==> config.mk <==
export PLATFORM = sky130hd
export DESIGN_NAME = out_stage_top
export DESIGN_NICKNAME = d
export VERILOG_FILES = /design/src/source/out_pkg.sv /design/src/source/col_stream_if.sv /design/src/source/axis_out_shift.sv /design/src/source/out_stage_top.sv /design/src/source/packet_arbiter.sv
export SDC_FILE = /design/constraint.sdc
export NUM_CORES = 2
export LEC_CHECK = 0
export BUFFER_PORTS_ARGS = -buffer_cell sky130_fd_sc_hd__buf_2
export CAP_MARGIN = 10
export CORE_AREA = 10 10 432 434
export DETAILED_ROUTE_END_ITERATION = 8
export DIE_AREA = 0 0 442 444
export GPL_TIMING_DRIVEN = 0
export PLACE_DENSITY = 0.43
export SYNTH_ARGS = -nofsm -noshare
export SYNTH_HDL_FRONTEND = slang
export SYNTH_SLANG_ARGS = --single-unit
export TNS_END_PERCENT = 10
==> constraint.sdc <==
create_clock -name aclk -period 38.6 [get_ports aclk]
set_clock_uncertainty 0.2 [all_clocks]
set_input_delay 1.93 -clock aclk [delete_from_list [all_inputs] [get_ports aclk]]
set_output_delay 1.93 -clock aclk [all_outputs]
set_load 0.05 [all_outputs]
==> src/source/out_pkg.sv <==
package out_pkg;

  // ******************************
  // block geometry
  // ******************************

  // words per column
  localparam int ROWS       = 4;
  // columns per result block
  localparam int COLS       = 8;
  // largest odd kernel width
  localparam int KW_MAX     = 7;
  localparam int WORD_WIDTH = 16;

  // half kernel index runs 0 .. KW_MAX/2
  localparam int KW2_BITS = $clog2(KW_MAX / 2 + 1);

  // shifter column counter, counts COLS down to 1
  localparam int CNT_BITS = $clog2(COLS + 1);

  // ******************************
  // stream sideband
  // ******************************

  typedef struct packed {
    // kernel width is 2*kw2+1
    logic [KW2_BITS-1:0] kw2;
    // last block of a row, tail columns become valid
    logic is_w_last;
    // warm-up block, dropped at the shifter input
    logic is_w_first_kw2;
    // configuration block, also dropped
    logic is_config;
  } tuser_st;

  // ******************************
  // state and grant encodings
  // ******************************

  typedef enum logic {
    IDLE,
    SHIFT
  } shift_state_e;

  typedef enum logic {
    GRANT_A,
    GRANT_B
  } grant_e;

endpackage

==> src/source/col_stream_if.sv <==
`timescale 1ns/1ps

// one column per beat, shifter to arbiter
interface col_stream_if import out_pkg::*; ();

  logic                                valid;
  logic                                ready;
  logic                                last;
  logic                                last_pkt;
  tuser_st                             user;
  logic [ROWS-1:0][WORD_WIDTH-1:0]     data;

  modport source (
    output valid,
    output last,
    output last_pkt,
    output user,
    output data,
    input  ready
  );

  modport sink (
    input  valid,
    input  last,
    input  last_pkt,
    input  user,
    input  data,
    output ready
  );

endinterface

==> src/source/axis_out_shift.sv <==
`timescale 1ns/1ps

module axis_out_shift import out_pkg::*; (
  input  logic                                     aclk,
  input  logic                                     aresetn,
  input  logic                                     s_valid,
  input  logic                                     s_last,
  output logic                                     s_ready,
  input  tuser_st                                  s_user,
  input  logic [COLS-1:0][ROWS-1:0][WORD_WIDTH-1:0] s_data,
  col_stream_if.source                             m
);

  // ******************************
  // column masks per kernel width
  // ******************************

  logic [KW_MAX/2:0][COLS-1:0] lut_valid;
  logic [KW_MAX/2:0][COLS-1:0] lut_valid_tail;
  logic [KW_MAX/2:0][COLS-1:0] lut_last;
  logic [KW_MAX/2:0][COLS-1:0] lut_tail_end;

  // entry h is kernel width 2h+1, bit i is column c = i+1
  for (genvar h = 0; h <= KW_MAX / 2; h++) begin : g_kw
    for (genvar i = 0; i < COLS; i++) begin : g_col
      assign lut_valid[h][i]      = ((i + 1) % (2 * h + 1) == 0);
      assign lut_valid_tail[h][i] = (((i + 1) % (2 * h + 1) > h) || lut_valid[h][i]) &&
                                    ((i + 1) <= (COLS / (2 * h + 1)) * (2 * h + 1));
      assign lut_last[h][i]       = ((i + 1) == 2 * h + 1);
      assign lut_tail_end[h][i]   = ((i + 1) == h + 1);
    end
  end

  logic            keep_block;
  logic [COLS-1:0] sel_valid;
  logic [COLS-1:0] sel_last;
  logic [COLS-1:0] sel_last_pkt;

  assign keep_block   = !s_user.is_config && !s_user.is_w_first_kw2;
  assign sel_valid    = s_user.is_w_last ? lut_valid_tail[s_user.kw2] : lut_valid[s_user.kw2];
  assign sel_last     = s_user.is_w_last ? lut_tail_end[s_user.kw2] : lut_last[s_user.kw2];
  assign sel_last_pkt = s_last ? lut_tail_end[s_user.kw2] : '0;

  // ******************************
  // shift control
  // ******************************

  shift_state_e                               state;
  logic [CNT_BITS-1:0]                        cnt;
  logic [COLS-1:0]                            shift_valid;
  logic [COLS-1:0]                            shift_last;
  logic [COLS-1:0]                            shift_last_pkt;
  logic [COLS-1:0][ROWS-1:0][WORD_WIDTH-1:0]  shift_data;
  tuser_st                                    user_q;
  logic                                       load;
  logic                                       step;

  // masked blocks see s_ready high in IDLE and simply vanish
  assign load = (state == IDLE) && s_valid && keep_block;
  assign step = (state == SHIFT) && m.ready;

  always_ff @(posedge aclk or negedge aresetn) begin
    if (!aresetn) begin
      state          <= IDLE;
      s_ready        <= 1'b1;
      cnt            <= CNT_BITS'(COLS);
      shift_valid    <= '0;
      shift_last     <= '0;
      shift_last_pkt <= '0;
    end else if (load) begin
      state          <= SHIFT;
      s_ready        <= 1'b0;
      shift_valid    <= sel_valid;
      shift_last     <= sel_last;
      shift_last_pkt <= sel_last_pkt;
    end else if (step) begin
      shift_valid    <= shift_valid << 1;
      shift_last     <= shift_last << 1;
      shift_last_pkt <= shift_last_pkt << 1;
      if (cnt == CNT_BITS'(1)) begin
        state   <= IDLE;
        s_ready <= 1'b1;
        cnt     <= CNT_BITS'(COLS);
      end else begin
        cnt <= cnt - 1'b1;
      end
    end
  end

  always_ff @(posedge aclk) begin
    if (load) begin
      shift_data <= s_data;
      user_q     <= s_user;
    end else if (step) begin
      shift_data <= shift_data << (ROWS * WORD_WIDTH);
    end
  end

  // top column leaves first
  assign m.valid    = shift_valid[COLS-1];
  assign m.last     = shift_last[COLS-1];
  assign m.last_pkt = shift_last_pkt[COLS-1];
  assign m.data     = shift_data[COLS-1];
  assign m.user     = user_q;

endmodule

==> src/source/out_stage_top.sv <==
`timescale 1ns/1ps

module out_stage_top import out_pkg::*; (
  input  logic                                     aclk,
  input  logic                                     aresetn,

  // core A
  input  logic                                     s_valid_a,
  input  logic                                     s_last_a,
  output logic                                     s_ready_a,
  input  tuser_st                                  s_user_a,
  input  logic [COLS-1:0][ROWS-1:0][WORD_WIDTH-1:0] s_data_a,

  // core B
  input  logic                                     s_valid_b,
  input  logic                                     s_last_b,
  output logic                                     s_ready_b,
  input  tuser_st                                  s_user_b,
  input  logic [COLS-1:0][ROWS-1:0][WORD_WIDTH-1:0] s_data_b,

  // merged output stream
  input  logic                                     m_ready,
  output logic                                     m_valid,
  output logic                                     m_last,
  output logic                                     m_last_pkt,
  output tuser_st                                  m_user,
  output logic [ROWS-1:0][WORD_WIDTH-1:0]          m_data,
  output grant_e                                   m_src
);

  // ******************************
  // column streams
  // ******************************

  col_stream_if col_a ();
  col_stream_if col_b ();

  // ******************************
  // per-core shifters
  // ******************************

  axis_out_shift shift_a (
    .aclk    (aclk),
    .aresetn (aresetn),
    .s_valid (s_valid_a),
    .s_last  (s_last_a),
    .s_ready (s_ready_a),
    .s_user  (s_user_a),
    .s_data  (s_data_a),
    .m       (col_a)
  );

  axis_out_shift shift_b (
    .aclk    (aclk),
    .aresetn (aresetn),
    .s_valid (s_valid_b),
    .s_last  (s_last_b),
    .s_ready (s_ready_b),
    .s_user  (s_user_b),
    .s_data  (s_data_b),
    .m       (col_b)
  );

  // ******************************
  // packet merge
  // ******************************

  packet_arbiter arb (
    .aclk       (aclk),
    .aresetn    (aresetn),
    .a          (col_a),
    .b          (col_b),
    .m_ready    (m_ready),
    .m_valid    (m_valid),
    .m_last     (m_last),
    .m_last_pkt (m_last_pkt),
    .m_user     (m_user),
    .m_data     (m_data),
    .m_src      (m_src)
  );

endmodule

==> src/source/packet_arbiter.sv <==
`timescale 1ns/1ps

module packet_arbiter import out_pkg::*; (
  input  logic                            aclk,
  input  logic                            aresetn,
  col_stream_if.sink                      a,
  col_stream_if.sink                      b,
  input  logic                            m_ready,
  output logic                            m_valid,
  output logic                            m_last,
  output logic                            m_last_pkt,
  output tuser_st                         m_user,
  output logic [ROWS-1:0][WORD_WIDTH-1:0] m_data,
  output grant_e                          m_src
);

  grant_e grant;
  grant_e grant_next;
  grant_e peer;
  logic   pkt_open;
  logic   own_valid;
  logic   peer_valid;
  logic   beat;
  logic   pkt_end;

  assign peer       = (grant == GRANT_A) ? GRANT_B : GRANT_A;
  assign own_valid  = (grant == GRANT_A) ? a.valid : b.valid;
  assign peer_valid = (grant == GRANT_A) ? b.valid : a.valid;

  // ******************************
  // output steering
  // ******************************

  always_comb begin
    if (grant == GRANT_A) begin
      m_valid    = a.valid;
      m_last     = a.last;
      m_last_pkt = a.last_pkt;
      m_user     = a.user;
      m_data     = a.data;
    end else begin
      m_valid    = b.valid;
      m_last     = b.last;
      m_last_pkt = b.last_pkt;
      m_user     = b.user;
      m_data     = b.data;
    end
  end

  assign m_src = grant;

  // the owner follows m_ready, the other side may only step over
  // masked columns, those never reach the output
  assign a.ready = m_ready && ((grant == GRANT_A) || !a.valid);
  assign b.ready = m_ready && ((grant == GRANT_B) || !b.valid);

  // ******************************
  // packet lock
  // ******************************

  assign beat    = m_valid && m_ready;
  assign pkt_end = beat && m_last_pkt;

  always_comb begin
    grant_next = grant;
    // round robin at a packet end, or hand over an idle grant
    if (pkt_end || (!pkt_open && !own_valid && peer_valid)) begin
      grant_next = peer;
    end
  end

  always_ff @(posedge aclk or negedge aresetn) begin
    if (!aresetn) begin
      grant    <= GRANT_A;
      pkt_open <= 1'b0;
    end else begin
      grant <= grant_next;
      if (beat) begin
        pkt_open <= !m_last_pkt;
      end
    end
  end

endmodule

# Yosys cells after proc, flatten, opt, wreduce, memory -nomap -nowiden
# Cells that the tools add are included.
dict set report word_totals {
  reg_bits 1096
  latchBits 0
  mem_bits_rw 0
  romBits 0
  input_bits 1041
  output_inout_bits 75
  elab_cells 190
  memories 0
}
dict set report classes {
  addsub 2
  mul 0
  n_div 0
  order_cmp 2
  n_eq_ne 2
  n_shift 0
  n_mux 59
  bitwise_logic 5
  n_reduce_logical 34
}
# op n
set op_table {}
lappend op_table {{512-bit two-way mux} 4}
lappend op_table {{8-bit two-way mux} 26}
lappend op_table {{8-bit binary-select mux with 2-bit select} 8}
lappend op_table {{64-bit two-way mux} 1}
lappend op_table {{1-bit two-way mux} 17}
lappend op_table {{1-bit logical AND} 14}
lappend op_table {{1-bit logical NOT} 9}
lappend op_table {{4-bit by 1-bit == test with 1-bit output (second input constant)} 2}
lappend op_table {{4-bit two-way mux} 2}
lappend op_table {{2-bit AND reduction} 4}
lappend op_table {{2-bit nonzero test} 4}
lappend op_table {{4-bit by 1-bit subtractor with 4-bit output (second input constant)} 2}
lappend op_table {{2-bit by 3-bit < comparator with 1-bit output (second input constant)} 2}
lappend op_table {{5-bit two-way mux} 1}
lappend op_table {{1-bit inverter} 5}
lappend op_table {{1-bit logical OR} 3}

# Logic depth before layout (Yosys ltp)
dict set report logic_depth {
  depth_word 6
  ltp_mapped 7
  ltp_nobuf 5
}

# By module
# Synthesis repeated with hierarchy kept, for this count alone.
dict set report unflattened {
  hier_cells 4588
  area_unflattened_um2 48373.9
}
# module n_inst cells_per_inst area_each_um2 seq_area_each_um2
set by_module_without_submodules {}
lappend by_module_without_submodules {axis_out_shift 2 2247 23603.9 16253.1}
lappend by_module_without_submodules {packet_arbiter 1 94 1166.1 50.0}

# Worst setup path after synthesis
# No wires, ideal clock.
dict set report synth_path {
  kind {input to register}
  start {in s_user_a[1] (netlist bit)}
  end {reg shift_a.shift_data (netlist bit shift_a.m.data[0]) (enable)}
  setup_ps 859
  arrival_ps 12693
  required_time_ps 37541
  path_slack_ps 24848
  path_stages 6
  n_path_buf 2
  path_cell_list {or4b_1 buf_4 clkinv_4 a21oi_4 buf_6 inv_1}
}
dict set report synth_via {
  elab_chain_len 4
}
# element line_no
set synth_rtl {}
lappend synth_rtl {{start: declaration} out_stage_top.sv:11} ;# input tuser_st s_user_a,
lappend synth_rtl {{1-bit logical NOT} axis_out_shift.sv:39} ;# assign keep_block = !s_user.is_config && !s_user.is_w_first_kw2;
lappend synth_rtl {{1-bit logical AND} axis_out_shift.sv:39}
lappend synth_rtl {{1-bit logical AND} axis_out_shift.sv:59} ;# assign load = (state == IDLE) && s_valid && keep_block;
lappend synth_rtl {{2-bit nonzero test (no source line)} n/a}
lappend synth_rtl {{end signal: assignment} axis_out_shift.sv:92} ;# shift_data <= s_data;
lappend synth_rtl {{end signal: assignment} axis_out_shift.sv:95} ;# shift_data <= shift_data << (ROWS * WORD_WIDTH);
lappend synth_rtl {{end: declaration} axis_out_shift.sv:53} ;# logic [COLS-1:0][ROWS-1:0][WORD_WIDTH-1:0] shift_data;
# Every way passes these cells.
# A chain may end at the register's enable or synchronous reset.

==> out/results.txt <==
PwrDens: 70.0 mW/mm^2
Distinct cell type count after synthesis: 42
Global-route wire length before repair: 282000 um
Clock Root Buffer: clkbuf_16
GR Overflow Total: 0
Placer Congestion: 0.892
Max-slew violations: 0
Vias/cell: 4.42
Drt first pass iters: 6
Worst Hold Class: reg2reg
Combinational Power Share: 24.8%
Post-synthesis cell area: 0.0468 mm^2
Area leader, netlist: edfxtp_1
Max Root-Sink Buffers: 3
DRT iter0 DRCs: 3209
Inserted Clock Buffers: 136
Nets: 6711
Pint: 2.81 mW
Area share of the largest cell type after synthesis: 66.3%
Post-layout instance area: 0.0599 mm^2
CP arrival: 3.24 ns
Max-cap violations: 0
Residual DRC count: 0
Max IR drop VDD: 0.0000480 V
Worst Path Max Fanout: 10
Vias in the first global route: 36600
Cells after synthesis: 4392
Vert. Die Dim: 444 um
Share of cells above drive strength 1: 27.7%
Most frequent cells in the layout: nand2_1 (2695), buf_2 (1282), edfxtp_1 (1034), clkbuf_16 (140), and2_1 (132)
Setup violators final: 0
Ports: 1116
Hold Violations, Final: 0
Critical Path Start Type: flip-flop
Leading post-synthesis cells by cell area: edfxtp_1 (66%), nand2_1 (22%), dfrtp_1 (3.0%), buf_2 (1.8%), and2_1 (1.8%)
Clk_lat worst skew: 0.79 ns
Placed insts: 7873
WS Path Type: reg2out
Final worst path period need: 5.37 ns
Clock Power Share: 28.9%
Sw Share: 33.1%
Hold_ws: 0.296 ns
Setup bufs post-CTS: 0
GRT Total Usage: 20.4%
Leak: 27.0 nW
#FFs+latches synth: 1094
Post-DP HPWL: 167000 um
Fmax: 186 MHz
Post-route ant nets: 0
Initial core utilization: 26.3%
Data required time of the worst path: 36.47 ns
Most common cell after layout, fill and taps aside: nand2_1
RSZ-0062 raised after global routing: false
Seq/Total Area, Yosys: 69.5%
Final period util: 13.9%
Crit path capture type: primary output
Clk slew on worst S/H paths: 0.06 ns
Status: finished clean
H-Tree Depth: 4
Fillers: 18700
Ys Warns: 0
DR WL/cell: 25.4 um
Mapped Nets: 5447
Non-filler cells, final: 8184
Core area: 0.178 mm^2
Worst Max-Slew Pin Slew: 1.17 ns
Clock net sink count: 1094
Initial antenna violation count: 193
Die extent in x: 442 um
Setup TNS: 0 ns
Post-CTS sizing: 0
Sequential Power Share: 46.3%
Full die area: 0.196 mm^2
Rel. slew slack: 22.2%
Layout area overhead: 28.0%
NetSw: 1.39 mW
CTS tree: yes
Port Buffer Count: 1115
Area after DPL: 0.0557 mm^2
Vias: 36200
Final wirelength: 208000 um
Hold Buf Count CTS: 0
Avg Inst Size Synth: 10.7 um^2
Site Rows: 155
Largest net degree at the start of global routing: 129
[final timing paths]
path | from | endpoint | slack, ns | cells past startpoint
setup / recovery | arb.m_src$_DFFE_PN0P_ | m_data[62] | 33.23 | 5
hold / removal | shift_a.shift_data[150]$_DFFE_PP_ | shift_a.shift_data[214]$_DFFE_PP_ | 0.30 | 2
setup reg to reg | shift_a.state$_DFFE_PN0P_ | shift_a.shift_data[307]$_DFFE_PP_ | 34.41 | 9
hold reg to reg | shift_a.shift_data[150]$_DFFE_PP_ | shift_a.shift_data[214]$_DFFE_PP_ | 0.30 | 2
max in group asynchronous | aresetn | shift_a.shift_last_pkt[2]$_DFFE_PN0P_ | 36.64 | 1
min in group asynchronous | aresetn | arb.pkt_open$_DFFE_PN0P_ | 1.04 | 1
[area by class of cell]
class	instances	area, um^2	area share, %
Sequential cell	1094	32600	54.3
Multi-Input combinational cell	3044	12900	21.6
Timing Repair Buffer	1126	5870	9.80
Clock buffer	173	3650	6.09
Tap cell	2355	2950	4.92
Buffer	236	1250	2.09
Clock inverter	66	450	0.752
Antenna cell	72	180	0.301
Inverter	18	92.6	0.154
[cells in the mapped netlist]
cell,instances
a21oi_1,10
nor3b_1,7
nand2_1,2695
nor2b_1,3
a22o_1,14
o211a_1,1
a311oi_1,1
buf_6,5
nand2b_1,5
ha_1,14
a41o_1,1
inv_1,16
o41ai_1,1
nor3_1,4
dfrtp_1,56
o21bai_1,1
dfstp_2,4
mux2i_1,3
clkbuf_2,6
o2bb2ai_1,1
a21oi_4,2
clkinv_4,2
or4b_1,2
a211oi_1,4
a32o_1,2
buf_2,168
mux2_2,72
nor2_1,13
buf_4,29
nor4b_1,1
a41oi_1,2
a221o_1,28
clkbuf_1,28
o21ai_0,2
edfxtp_1,1034
and3_1,12
a31o_2,2
nor4_1,1
and2_1,132
a31oi_1,2
a2111o_1,2
a21o_1,4
[stage by stage]
| stage | util [%] | setup slack [ns] | total power, mW |
|---|---|---|---|
| after floorplan | - | 24.85 | 2.74 |
| after global placement | 31.1 | 18.22 | 3.28 |
| after detailed placement | 31.3 | 32.85 | 3.04 |
| after CTS | 33.6 | 33.01 | 4.27 |
| after global routing | 33.7 | 32.99 | 4.42 |
| final | 33.7 | 33.23 | 4.20 |
[cell families (layout without fill, tap and decap cells)]
kind of cell / Yosys count / count (layout) / synth area share (%)
compound gates: 80 / 80 / 1.49
fa+ha+maj: 14 / 14 / 0.374
buf+inv: 254 / 1619 / 2.84
flops: 1094 / 1094 / 69.5
mux: 75 / 75 / 1.80
other cells: 0 / 72 / 0
simple gates: 2875 / 2875 / 24.0
[state kept, by name, summed over array words and instances, names as in the netlist]
register,cells
arb.m_src,1
arb.pkt_open,1
shift_a.cnt,4
shift_a.m.data,64
shift_a.m.user,5
shift_a.s_ready,1
shift_a.shift_data,448
shift_a.shift_last,8
shift_a.shift_last_pkt,8
shift_a.shift_valid,7
shift_a.state,1
shift_b.cnt,4
shift_b.m.data,64
shift_b.m.user,5
shift_b.s_ready,1
shift_b.shift_data,448
shift_b.shift_last,8
shift_b.shift_last_pkt,8
shift_b.shift_valid,7
shift_b.state,1
[power groups by stage]
stage / Combinational [mW] / Clock (mW) / Sequential, mW
after global routing: 1.15 / 1.29 / 1.98
final: 1.04 / 1.21 / 1.94
after CTS: 1.07 / 1.25 / 1.95
after detailed placement: 1.07 / 0 / 1.97
after floorplan: 0.640 / 0 / 2.09
after global placement: 1.04 / 0 / 2.24
[critical path: stages, from the launching register on]
cell and delay [ns]:
dfrtp_1 0.34, clkbuf_1 0.23, clkbuf_1 0.57, buf_2 0.63
mux2_2 0.40, buf_2 0.26
[routing by layer]
layer | part of all wire [%] | vias to the layer above | GRT usage [%] | wire, um
li1 | - | 17100 | - | -
met4 | 4.1 | 24 | 8.30 | 8580
met3 | 5.8 | 469 | 4.33 | 12100
met1 | 40 | 17200 | 24.9 | 84200
met5 | 0.064 | - | 0 | 133
met2 | 50 | 1404 | 34.9 | 103000
Note: power is estimated with default switching activity, not from simulation.
